$ cat config.mk
export PLATFORM = sky130hd
export DESIGN_NAME = rv_fetch
export DESIGN_NICKNAME = d
export VERILOG_FILES = /design/src/hw/rv_isa_pkg.sv /design/src/hw/rv_pipe_pkg.sv /design/src/hw/rv_fetch.sv
export SDC_FILE = /design/constraint.sdc
export NUM_CORES = 1
export LEC_CHECK = 0
export ABC_CLOCK_PERIOD_IN_PS = 2500
export BUFFER_PORTS_ARGS = -buffer_cell sky130_fd_sc_hd__buf_2
export CORE_ASPECT_RATIO = 0.5
export CORE_MARGIN = 1.5
export CORE_UTILIZATION = 50
export DETAILED_ROUTE_END_ITERATION = 10
export PLACE_DENSITY = 0.82
export SYNTH_ARGS = -nofsm -noshare
export SYNTH_HDL_FRONTEND = slang
export SYNTH_SLANG_ARGS = --single-unit
$ cat constraint.sdc
create_clock -name clk -period 2.5 [get_ports clk]
set_clock_uncertainty 0.05 [all_clocks]
set_input_delay 0.5 -clock clk [delete_from_list [all_inputs] [get_ports clk]]
set_output_delay 0.5 -clock clk [all_outputs]
set_load 0.005 [all_outputs]
$ cat src/dv/program.hex
// Column 1 is the instruction word in hex, one word per address starting at 0x00
// Comment gives the byte address, the assembly and the data word 0 value it leads to
00000013  // 0x00 nop, fetched over and over while run is low
00000013  // 0x04 nop
00000013  // 0x08 nop
00500093  // 0x0C addi x1, x0, 5
00C00113  // 0x10 addi x2, x0, 12
002081B3  // 0x14 add  x3, x1, x2      x3 = 5 + 12 = 0x11
40208233  // 0x18 sub  x4, x1, x2      x4 = 5 - 12 = 0xFFFFFFF9
00302023  // 0x1C sw   x3, 0(x0)       word 0 = 0x00000011
00402023  // 0x20 sw   x4, 0(x0)       word 0 = 0xFFFFFFF9
123452B7  // 0x24 lui  x5, 0x12345     x5 = 0x12345000
00502023  // 0x28 sw   x5, 0(x0)       word 0 = 0x12345000
00500313  // 0x2C addi x6, x0, 5
006000A3  // 0x30 sb   x6, 1(x0)       byte 1 goes 0x50 to 0x05, word 0 = 0x12340500
00100383  // 0x34 lb   x7, 1(x0)       x7 = sign extended 0x05 = 5
00100413  // 0x38 addi x8, x0, 1       independent slot after the load
007384B3  // 0x3C add  x9, x7, x7      x9 = 5 + 5 = 10
00902023  // 0x40 sw   x9, 0(x0)       word 0 = 0x0000000A
0000E537  // 0x44 lui  x10, 0xE        x10 = 0x0000E000
00000663  // 0x48 beq  x0, x0, +12     always taken to 0x54
EAD50513  // 0x4C addi x10, x10, -339  0xE000 - 0x153 = 0xDEAD, squashed
00A02023  // 0x50 sw   x10, 0(x0)      would write 0xDEAD, squashed
0080066F  // 0x54 jal  x12, +8         to 0x5C, x12 = 0x54 + 4 = 0x58
00A02023  // 0x58 sw   x10, 0(x0)      would write 0xE000, squashed
00C02023  // 0x5C sw   x12, 0(x0)      word 0 = 0x00000058
0000006F  // 0x60 jal  x0, 0           self loop
00000013  // 0x64 nop
00000013  // 0x68 nop
00000013  // 0x6C nop
$ cat src/hw/rv_isa_pkg.sv
// RV32I subset encodings with opcodes, funct codes, the bubble word and the instruction union
`default_nettype none

package rv_isa_pkg;

    localparam int xlen = 32;               // Data and address width

    typedef logic [xlen-1:0] word_t;
    typedef logic [4:0]      reg_addr_t;    // x0..x31

    // Major opcodes of the supported subset
    typedef enum logic [6:0] {
        opc_op     = 7'b0110011,            // Register ALU
        opc_op_imm = 7'b0010011,            // Immediate ALU
        opc_lui    = 7'b0110111,
        opc_load   = 7'b0000011,
        opc_store  = 7'b0100011,
        opc_branch = 7'b1100011,            // beq only
        opc_jal    = 7'b1101111,
        opc_jalr   = 7'b1100111
    } opcode_t;

    // ====================================================================
    // funct3 and funct7 values
    // ====================================================================
    localparam logic [2:0] f3_add  = 3'b000;    // add, sub, addi
    localparam logic [2:0] f3_sll  = 3'b001;
    localparam logic [2:0] f3_slt  = 3'b010;
    localparam logic [2:0] f3_sltu = 3'b011;
    localparam logic [2:0] f3_xor  = 3'b100;
    localparam logic [2:0] f3_srl  = 3'b101;    // srl and sra
    localparam logic [2:0] f3_or   = 3'b110;
    localparam logic [2:0] f3_and  = 3'b111;

    // Access sizes, stores use the same low two bits
    localparam logic [2:0] f3_lb  = 3'b000;
    localparam logic [2:0] f3_lh  = 3'b001;
    localparam logic [2:0] f3_lw  = 3'b010;
    localparam logic [2:0] f3_lbu = 3'b100;
    localparam logic [2:0] f3_lhu = 3'b101;

    localparam logic [6:0] funct7_alt = 7'b0100000;  // Marks sub and sra
    localparam word_t      nop_word   = 32'h0000_0013; // addi x0, x0, 0

    // ====================================================================
    // Instruction formats
    // ====================================================================
    typedef struct packed {
        logic [6:0] funct7;
        reg_addr_t  rs2;
        reg_addr_t  rs1;
        logic [2:0] funct3;
        reg_addr_t  rd;
        opcode_t    opcode;
    } r_fmt_t;

    typedef struct packed {
        logic [11:0] imm;
        reg_addr_t   rs1;
        logic [2:0]  funct3;
        reg_addr_t   rd;
        opcode_t     opcode;
    } i_fmt_t;

    typedef struct packed {
        logic [6:0] imm_hi;     // imm[11:5]
        reg_addr_t  rs2;
        reg_addr_t  rs1;
        logic [2:0] funct3;
        logic [4:0] imm_lo;     // imm[4:0]
        opcode_t    opcode;
    } s_fmt_t;

    typedef struct packed {
        logic       imm_12;
        logic [5:0] imm_10_5;
        reg_addr_t  rs2;
        reg_addr_t  rs1;
        logic [2:0] funct3;
        logic [3:0] imm_4_1;
        logic       imm_11;
        opcode_t    opcode;
    } b_fmt_t;

    typedef struct packed {
        logic [19:0] imm;       // Upper 20 bits
        reg_addr_t   rd;
        opcode_t     opcode;
    } u_fmt_t;

    typedef struct packed {
        logic        imm_20;
        logic [9:0]  imm_10_1;
        logic        imm_11;
        logic [7:0]  imm_19_12;
        reg_addr_t   rd;
        opcode_t     opcode;
    } j_fmt_t;

    // One fetched word, six views
    typedef union packed {
        r_fmt_t r_fmt;
        i_fmt_t i_fmt;
        s_fmt_t s_fmt;
        b_fmt_t b_fmt;
        u_fmt_t u_fmt;
        j_fmt_t j_fmt;
    } instr_u;

endpackage

`default_nettype wire

$ cat src/hw/rv_pipe_pkg.sv
// Pipeline package with memory sizes, ALU functions, control bundle and stage registers
`default_nettype none

package rv_pipe_pkg;

    localparam int imem_words = 128;
    localparam int dmem_words = 128;
    localparam int imem_aw    = $clog2(imem_words);  // Word index bits
    localparam int dmem_aw    = $clog2(dmem_words);

    typedef enum logic [3:0] {
        alu_add, alu_sub, alu_and, alu_or, alu_xor,
        alu_slt, alu_sltu, alu_sll, alu_srl, alu_sra
    } alu_op_t;

    // Decoded controls, all zero means bubble
    typedef struct packed {
        logic       alu_src;     // Operand b from immediate
        logic       imm_load;    // lui
        logic       branch;
        logic       jump;        // jal or jalr
        logic       jump_reg;    // Target base is rs1
        logic       link;        // Result is pc + 4
        logic       mem_read;
        logic       mem_write;
        logic       reg_write;
        logic       mem_to_reg;
        logic [2:0] size;        // Load/store funct3
    } ctrl_t;

    // ====================================================================
    // Stage registers
    // ====================================================================
    typedef struct packed {
        rv_isa_pkg::word_t  pc;
        rv_isa_pkg::instr_u instr;
    } if_id_t;

    typedef struct packed {
        rv_isa_pkg::word_t     pc;
        rv_isa_pkg::word_t     rs1_val;
        rv_isa_pkg::word_t     rs2_val;
        rv_isa_pkg::word_t     imm;
        logic [9:0]            funct;    // {funct7, funct3}
        rv_isa_pkg::reg_addr_t rs1;
        rv_isa_pkg::reg_addr_t rs2;
        rv_isa_pkg::reg_addr_t rd;
        ctrl_t                 ctrl;
    } id_ex_t;

    typedef struct packed {
        rv_isa_pkg::word_t     target;   // Branch or jump destination
        logic                  zero;
        rv_isa_pkg::word_t     result;   // ALU result or link address
        rv_isa_pkg::word_t     store_data;
        rv_isa_pkg::reg_addr_t rd;
        ctrl_t                 ctrl;
    } ex_mem_t;

    typedef struct packed {
        rv_isa_pkg::word_t     load_data;
        rv_isa_pkg::word_t     result;
        rv_isa_pkg::reg_addr_t rd;
        logic                  reg_write;
        logic                  mem_to_reg;
    } mem_wb_t;

    typedef struct packed {
        logic              taken;
        rv_isa_pkg::word_t target;
    } redirect_t;

    // Final writeback, also the MEM/WB forwarding source
    typedef struct packed {
        logic                  we;
        rv_isa_pkg::reg_addr_t rd;
        rv_isa_pkg::word_t     data;
    } wb_t;

endpackage

`default_nettype wire

$ cat src/hw/rv_fetch.sv
// Fetch stage with program counter, instruction ROM, bubble insertion and IF/ID register
`default_nettype none

module rv_fetch (
    input  logic                   clk,
    input  logic                   rst,
    input  logic                   run,       // Level, PC advances while high
    input  rv_pipe_pkg::redirect_t redirect,
    output rv_pipe_pkg::if_id_t    if_id
);

    rv_isa_pkg::word_t  pc;
    rv_isa_pkg::word_t  pc_next;
    rv_isa_pkg::word_t  rom [rv_pipe_pkg::imem_words];
    rv_isa_pkg::instr_u fetch_word;

    initial begin
        $readmemh("/design/src/dv/program.hex", rom);   // Program image
    end

    // Redirect wins over sequential advance
    assign pc_next = redirect.taken ? redirect.target :
                     run            ? pc + 32'd4      : pc;

    // Squash the fetched word on redirect
    assign fetch_word = redirect.taken ? rv_isa_pkg::nop_word
                                       : rom[pc[rv_pipe_pkg::imem_aw+1:2]];

    always_ff @(posedge clk) begin
        if (rst) begin
            pc    <= '0;
            if_id <= '0;          // Decodes as a bubble
        end else begin
            pc          <= pc_next;
            if_id.pc    <= pc;
            if_id.instr <= fetch_word;
        end
    end

endmodule

`default_nettype wire

=== After elaboration in Yosys (flattened, before gate mapping) ===
Index checks and enable logic that the tools add are counted.

* Flip-flop bits (word level): 96
* Word-level logic and storage cells: 10

* Muxes and demuxes: 3
* Reductions and logical operators: 2
* Add/sub/neg operators: 1

{| class="wikitable"
|+ Operators by type and width
! cell !! number
|-
| 32-bit 2-to-1 mux || 2
|-
| 32-bit by 3-bit adder with 32-bit output, second input constant || 1
|-
| 5-bit 2-to-1 mux || 1
|-
| 2-bit nonzero test || 1
|-
| 2-bit OR reduction || 1
|}

=== Logic depth before layout (Yosys ltp) ===
Gate-level depths: netlist (run 1).

* Depth in word-level cells: 3
* Gate-level depth with buffers: 5

=== Least setup slack after synthesis (run 1) ===
No wires, ideal clock.

* Path type: input-to-reg
* Start point: in run
* End point: reg pc[22]
* Buffers on the path: 1
* Arrival time: 1.904 ns
* Required time: 2.359 ns
* Setup time: 0.091 ns
* Setup slack: 0.455 ns
* Cell stages on the path: 5
* Path through: buf_2 > nand3_4 > or3_4 > or4_1 > a311oi_1

* Word-level cells in the longest chain between the ends: 1

{| class="wikitable"
|+ Ends and longest elaborated chain
! item !! line !! RTL
|-
| from (decl) || rv_fetch.sv:7 || <nowiki>input logic run,</nowiki>
|-
| 2-bit nonzero test (no line) || n/a ||
|-
| to (signal assigned) || rv_fetch.sv:34 || <nowiki>pc <= pc_next;</nowiki>
|-
| to (decl) || rv_fetch.sv:12 || <nowiki>rv_isa_pkg::word_t pc;</nowiki>
|}

No other way between the ends.
A chain may end at the register's enable or synchronous reset.

=== Worst setup path after layout (run 1) ===
* Start point: reg pc[2]
* End point: reg pc[22]

* Word-level cells in the longest chain between the ends: 3

{| class="wikitable"
|+ Ends and longest elaborated chain
! item !! line !! RTL
|-
| 32-bit by 3-bit adder with 32-bit output || rv_fetch.sv:23 || <nowiki>run ? pc + 32'd4 : pc;</nowiki>
|-
| 32-bit 2-to-1 mux || rv_fetch.sv:23 ||
|-
| 32-bit 2-to-1 mux || rv_fetch.sv:22 || <nowiki>assign pc_next = redirect.taken ? redirect.target :</nowiki>
|}

No other way between the ends. The select of a mux whose other input is x is not followed.

==> results.sh, run 1 <==
export IMPL_share_of_layout_cells_above_drive_strength_1_pct=23.4
export IMPL_cts_root_buffer="clkbuf_16"
export IMPL_antenna_found_initial=0
export IMPL_synth_sequential_area_ratio_pct=43.7
export IMPL_violated_checks="design-rule violations"
export IMPL_grt_max_degree=43
export IMPL_maximum_count_of_clock_buffers_along_a_single_path=2
export IMPL_dp_hpwl_um=4450
export IMPL_cts_made_buffers=9
export IMPL_fin_setup_tns_ns=0
export IMPL_cts_num_sinks=65
export IMPL_synth_warnings=0
export IMPL_gp_congestion=0.845
export IMPL_postRouteWirelength_um=6390
export IMPL_slew_violations=0
export IMPL_core_area_um2=5610
export IMPL_drt_vias_per_instance=5.36
export IMPL_grt_total_usage_pct=20.5
export IMPL_detailedRoute_firstPassIterationCount=7
export IMPL_critical_path_required_ns=2.69
export IMPL_cp_slowest_stage_delay_ns=0.47
export IMPL_cts_tree="built"
export IMPL_worst_setup_path_start_kind="register"
export IMPL_yosysTopAreaCell="dfxtp_1"
export IMPL_grt_pass1_vias=2212
export IMPL_synthCells=333
export IMPL_die_h_um=57.6
export IMPL_cts_stage_hold_buffer_count=0
export IMPL_final_common_cell="buf_2"
export IMPL_number_of_setup_buffers_added_after_cts=0
export IMPL_yosys_register_bits=65
export IMPL_die_width_um=112
export IMPL_kind_of_end_point_of_the_critical_path="register"
export IMPL_yosysUniqueCellTypes=44
export IMPL_period_minus_slack_ns=2.13
export IMPL_cts_resized=0
export IMPL_port_buffers=70
export IMPL_worst_hold_path_type="in2reg"
export IMPL_leakage_nw=1.53
export IMPL_num_vias=2547
export IMPL_post_route_cell_area_um2=3540
export IMPL_critical_path_arrival_ns=2.31
export IMPL_die_area_um2=6450
export IMPL_synthesized_area_per_cell_um2=8.94
export IMPL_start_util_pct=53.1
export IMPL_area_growth_from_synthesis_to_layout_pct=19.0
export IMPL_cts_clk_slew_worst_paths_ns=0.05
export IMPL_number_of_nets_still_failing_antenna_checks_after_routing=0
export IMPL_detail_route_wl_per_cell_um=13.5
export IMPL_placementRows=19
export IMPL_grt_ovfl_total=0
export IMPL_critical_path_max_fanout=10
export IMPL_finalCritPeriodShare_pct=85.1
export IMPL_nets=434
export IMPL_worst_path_max_delay_cell="or4_1"
export IMPL_report_final_setup_viol=0
export IMPL_num_antenna_cells=0
export IMPL_synth_area_um2=2980
export IMPL_cts_htree_levels=3
export IMPL_fmaxAchievable_mhz=470
export IMPL_outcome="finished with violations"
export IMPL_ios=100
export IMPL_cap_violations=0
export IMPL_fin_hold_ws_ns=0.361
export IMPL_drc_errors=8
export IMPL_placed_instance_area_um2=3250
export IMPL_clock_latency_ns=0.33
export IMPL_timing_critical_path_cells="ha_1, nand3_4, or3_4, or4_1, a311oi_1"
export IMPL_worst_setup_path_type="reg2reg"
export IMPL_drt_first_iter_violations=168
export IMPL_total_power_divided_by_cell_area_nw_per_um2=726
export IMPL_layout_cells_most_common_list="buf_2 (70), dfxtp_1 (65), nor2b_1 (31)"
export IMPL_synth_top_cell_area_share_pct=43.7
export IMPL_global_route_wire_length_before_repair_um=10300
export IMPL_maximum_vdd_drop_uv=324
export IMPL_hold_viol_final=0
export IMPL_synth_top_cells_by_area="dfxtp_1 (44%), buf_4 (7.8%), nor2b_1 (6.5%), nor2_1 (3.5%), a311oi_1 (2.9%)"
export IMPL_rsz0062_at_grt="no"
==> power by group <==
group,switching [mW],total (mW),internal (mW),leakage [nW]
logic,0.109,0.206,0.0972,0.849
clock network,0.417,1.21,0.795,0.144
registers,0.0552,1.15,1.10,0.537
==> routing by layer <==
layer | vias to the layer above | GRT usage [%] | share of wire [%]
met3 | 9 | 6.70 | 8.4
met4 | 0 | 8.14 | 0.83
li1 | 1262 | - | -
met5 | - | 0 | 0
met2 | 105 | 32.3 | 44
met1 | 1171 | 26.7 | 47
==> synthesized netlist by cell type <==
| cell type | n |
|---|---|
| and4_1 | 8 |
| or3_4 | 1 |
| or3_1 | 5 |
| inv_1 | 4 |
| and3_1 | 6 |
| or3b_2 | 2 |
| nor3b_1 | 1 |
| nor2_1 | 28 |
| buf_4 | 31 |
| dfxtp_1 | 65 |
| xor2_1 | 6 |
| conb_1 | 1 |
| clkinv_1 | 1 |
| nor2b_1 | 31 |
| mux2i_1 | 3 |
| a211oi_1 | 9 |
| nand4_1 | 13 |
| nand4_2 | 1 |
| nand2b_1 | 1 |
| a21oi_1 | 4 |
| o31ai_1 | 6 |
| a32oi_1 | 1 |
| a2111oi_0 | 3 |
| nor4b_1 | 1 |
| nand3_4 | 1 |
| or4_1 | 5 |
| nand2_1 | 21 |
| o21ai_0 | 8 |
| o22ai_1 | 1 |
| buf_1 | 2 |
| nand3_2 | 1 |
| o31a_1 | 1 |
| buf_2 | 3 |
| and2_1 | 5 |
| nor4_1 | 6 |
| o41ai_1 | 1 |
| a311oi_1 | 10 |
| o211a_1 | 2 |
| nor3_1 | 5 |
| nand3_1 | 8 |
| ha_1 | 1 |
| clkbuf_1 | 14 |
| xnor2_1 | 5 |
| a31oi_1 | 1 |
==> final timing paths <==
| check | from | to | slack, ns | cells after the start |
|---|---|---|---|---|
| max | pc[2] | pc[22] | 0.37 | 5 |
| min reg2reg | pc[19] | if_id[51] | 0.42 | 2 |
| max reg2reg | pc[2] | pc[22] | 0.37 | 5 |
| min | redirect[5] | pc[5] | 0.36 | 2 |
==> metrics by stage <==
| stage | worst slack, ns | std cells | utilization [%] | power, mW |
|---|---|---|---|---|
| 2_1_floorplan | 0.455 | 361 | - | 1.32 |
| 3_3_place_gp | 0.392 | 459 | 58.0 | 1.37 |
| 3_5_place_dp | 0.326 | 459 | 58.0 | 1.38 |
| 4_1_cts | 0.375 | 475 | 63.2 | 2.59 |
| 5_1_grt | 0.236 | 475 | 63.2 | 2.67 |
| 6_report | 0.373 | 475 | 63.2 | 2.57 |
==> cells by family (layout without fill, tap and decap cells) <==
logic type / Yosys count / after routing / synth area share, %
and+or+nand+nor: 150 / 150 / 28.9
DFF: 65 / 65 / 43.7
buffers and inverters: 55 / 96 / 11.0
AOI/OAI and AO/OA: 47 / 47 / 11.6
xor gates and xnor gates: 11 / 11 / 3.24
muxes: 3 / 3 / 1.01
adders and majority gates: 1 / 1 / 0.420
other: 1 / 29 / 0.126
==> worst max-delay path: cells and delay by family, from the launching register on <==
family          cells  cell delay, ns
fa+ha+maj           1            0.27
compound gates      1            0.25
simple gates        3            1.07
flops               1            0.39
==> flip-flops by register name, summed over array words and instances, names as in the netlist <==
name,count
if_id,33
pc,32
==> final cells by class <==
class / instances / area (µm²)
Tap cell: 73 / 91.3
Clock inverter: 3 / 40.0
Sequential cell: 65 / 1300
Timing Repair Buffer: 75 / 388
Fill cell: 469 / 2070
Inverter: 5 / 18.8
Multi-Input combinational cell: 241 / 1450
Clock buffer: 13 / 250
Note: power is estimated with default switching activity, not from simulation.
==> run 2, diff against run 1 <==
BUFFER_PORTS_ARGS = unset   (was -buffer_cell sky130_fd_sc_hd__buf_2)
CELL_PAD_IN_SITES_DETAIL_PLACEMENT = 2   (was unset)
CELL_PAD_IN_SITES_GLOBAL_PLACEMENT = 2   (was unset)
CORE_UTILIZATION = 36   (was 50)
DONT_BUFFER_PORTS = 1   (was unset)
PLACE_DENSITY = 0.81   (was 0.82)
==> results.sh, run 2 (synthesized netlist as in run 1, its figures left out) <==
export IMPL_cts_htree_levels=3
export IMPL_clock_latency_ns=0.33
export IMPL_path_buf_inv=0
export IMPL_kind_of_end_point_of_the_critical_path="register"
export IMPL_place_detailed_instances=425
export IMPL_cp_slowest_stage_delay_ns=0.48
export IMPL_final_common_cell="dfxtp_1"
export IMPL_worst_setup_path_type="reg2reg"
export IMPL_postRouteWirelength_um=8170
export IMPL_hold_viol_final=0
export IMPL_die_area_um2=8860
export IMPL_number_of_nets_still_failing_antenna_checks_after_routing=0
export IMPL_period_minus_slack_ns=2.15
export IMPL_start_util_pct=37.2
export IMPL_grt_pass1_vias=2518
export IMPL_grt_max_degree=65
export IMPL_share_of_layout_cells_above_drive_strength_1_pct=6.38
export IMPL_antenna_found_initial=0
export IMPL_dp_hpwl_um=5510
export IMPL_grt_ovfl_total=0
export IMPL_worst_setup_path_start_kind="register"
export IMPL_grt_total_usage_pct=19.7
export IMPL_critical_path_arrival_ns=2.35
export IMPL_report_final_setup_viol=0
export IMPL_total_power_divided_by_cell_area_nw_per_um2=785
export IMPL_finalCritPeriodShare_pct=86.2
export IMPL_cts_stage_hold_buffer_count=0
export IMPL_critical_path_required_ns=2.69
export IMPL_detailedRoute_firstPassIterationCount=4
export IMPL_drt_first_iter_violations=116
export IMPL_nets=361
export IMPL_grt_busiest_layer="met2"
export IMPL_critical_path_max_fanout=10
export IMPL_worst_path_max_delay_cell="or4_1"
export IMPL_cts_root_buffer="clkbuf_16"
export IMPL_port_buffers=0
export IMPL_global_route_usage_met1_pct=22.8
export IMPL_slew_violations=0
export IMPL_maximum_count_of_clock_buffers_along_a_single_path=2
export IMPL_cts_clk_slew_worst_paths_ns=0.06
export IMPL_outcome="finished, final reports clean"
export IMPL_cts_resized=0
export IMPL_cts_made_buffers=9
export IMPL_critical_path_top_delay_family="simple AND/OR/NAND/NOR gates"
export IMPL_slew_headroom_pct=60.5
export IMPL_fmaxAchievable_mhz=464
export IMPL_cap_violations=0
export IMPL_fin_setup_tns_ns=0
export IMPL_detail_route_wl_per_cell_um=18.5
export IMPL_cts_tree="built"
export IMPL_die_width_um=132
export IMPL_num_antenna_cells=0
export IMPL_placementRows=23
export IMPL_number_of_setup_buffers_added_after_cts=0
export IMPL_largest_reg_flops=33
export IMPL_maximum_vdd_drop_uv=352
export IMPL_worst_hold_path_type="in2reg"
export IMPL_grt_met2_usage_pct=35.1
export IMPL_cts_num_sinks=65
export IMPL_drc_errors=0
export IMPL_leakage_nw=1.20
export IMPL_gr_usage_met3_pct=6.68
export IMPL_layout_cells_most_common_list="dfxtp_1 (65), nor2b_1 (31), conb_1 (29)"
export IMPL_rsz0062_at_grt="no"
export IMPL_drt_vias_per_instance=5.40
export IMPL_area_growth_from_synthesis_to_layout_pct=8.58
export IMPL_power_consumption_mw=2.54
export IMPL_final_cell_count_no_fill=441
export IMPL_die_h_um=67.3
export IMPL_gp_congestion=0.782
export IMPL_global_route_wire_length_before_repair_um=13300
export IMPL_timing_critical_path_cells="ha_1, nand3_4, or3_4, or4_1, a311oi_1"
export IMPL_finalCoreUtilization_pct=40.4
export IMPL_largest_register="if_id"
export IMPL_ios=100
export IMPL_biggestRegsByFlops="if_id x33, pc x32"
export IMPL_core_area_um2=8000
export IMPL_num_vias=2381
export IMPL_worst_pin_slew_ns=0.592
## run 2: final cells by class
cell class | instances | area, µm²
clock buffers | 13 | 250
clock inverters | 3 | 40.0
fillers | 919 | 4770
inverters | 5 | 18.8
multi-input cells | 241 | 1450
flip-flops and latches | 65 | 1300
well taps | 112 | 140
repair buffers | 2 | 27.5
## run 2: final timing paths
| check | startpoint | end | slack (ns) | cells past startpoint |
|---|---|---|---|---|
| worst max-delay path | pc[2] | pc[22] | 0.35 | 5 |
| worst min-delay path | rst | if_id[33] | 0.18 | 1 |
| worst max register to register | pc[2] | pc[22] | 0.35 | 5 |
| worst min register to register | pc[1] | if_id[33] | 0.41 | 1 |
## run 2: through the flow
stage                     setup slack (ns)  hold WS (ns)  instance area [µm²]
final                                0.345         0.183                 3230
after global routing                 0.182         0.175                 3230
after CTS                            0.333         0.175                 3230
after detailed placement             0.359         0.407                 2940
after global placement               0.434         0.397                 2940
after floorplan                      0.455         0.386                 3080
## run 2: routing by layer
layer	vias up	wire length, µm
li1	1116	-
met1	1183	3660
met2	69	3940
met3	13	461
met4	0	106
met5	-	0
## run 2: power breakdown
part / internal [mW] / total (mW) / leakage [nW] / switching [mW]
Combinational: 0.0615 / 0.135 / 0.522 / 0.0738
Clock: 0.796 / 1.24 / 0.144 / 0.440
Sequential: 1.10 / 1.17 / 0.537 / 0.0670
## run 2: worst register-to-register path: stages, from the launching register on
cell and delay, ns:
dfxtp_1 0.41, ha_1 0.27, nand3_4 0.16, or3_4 0.45
or4_1 0.48, a311oi_1 0.24
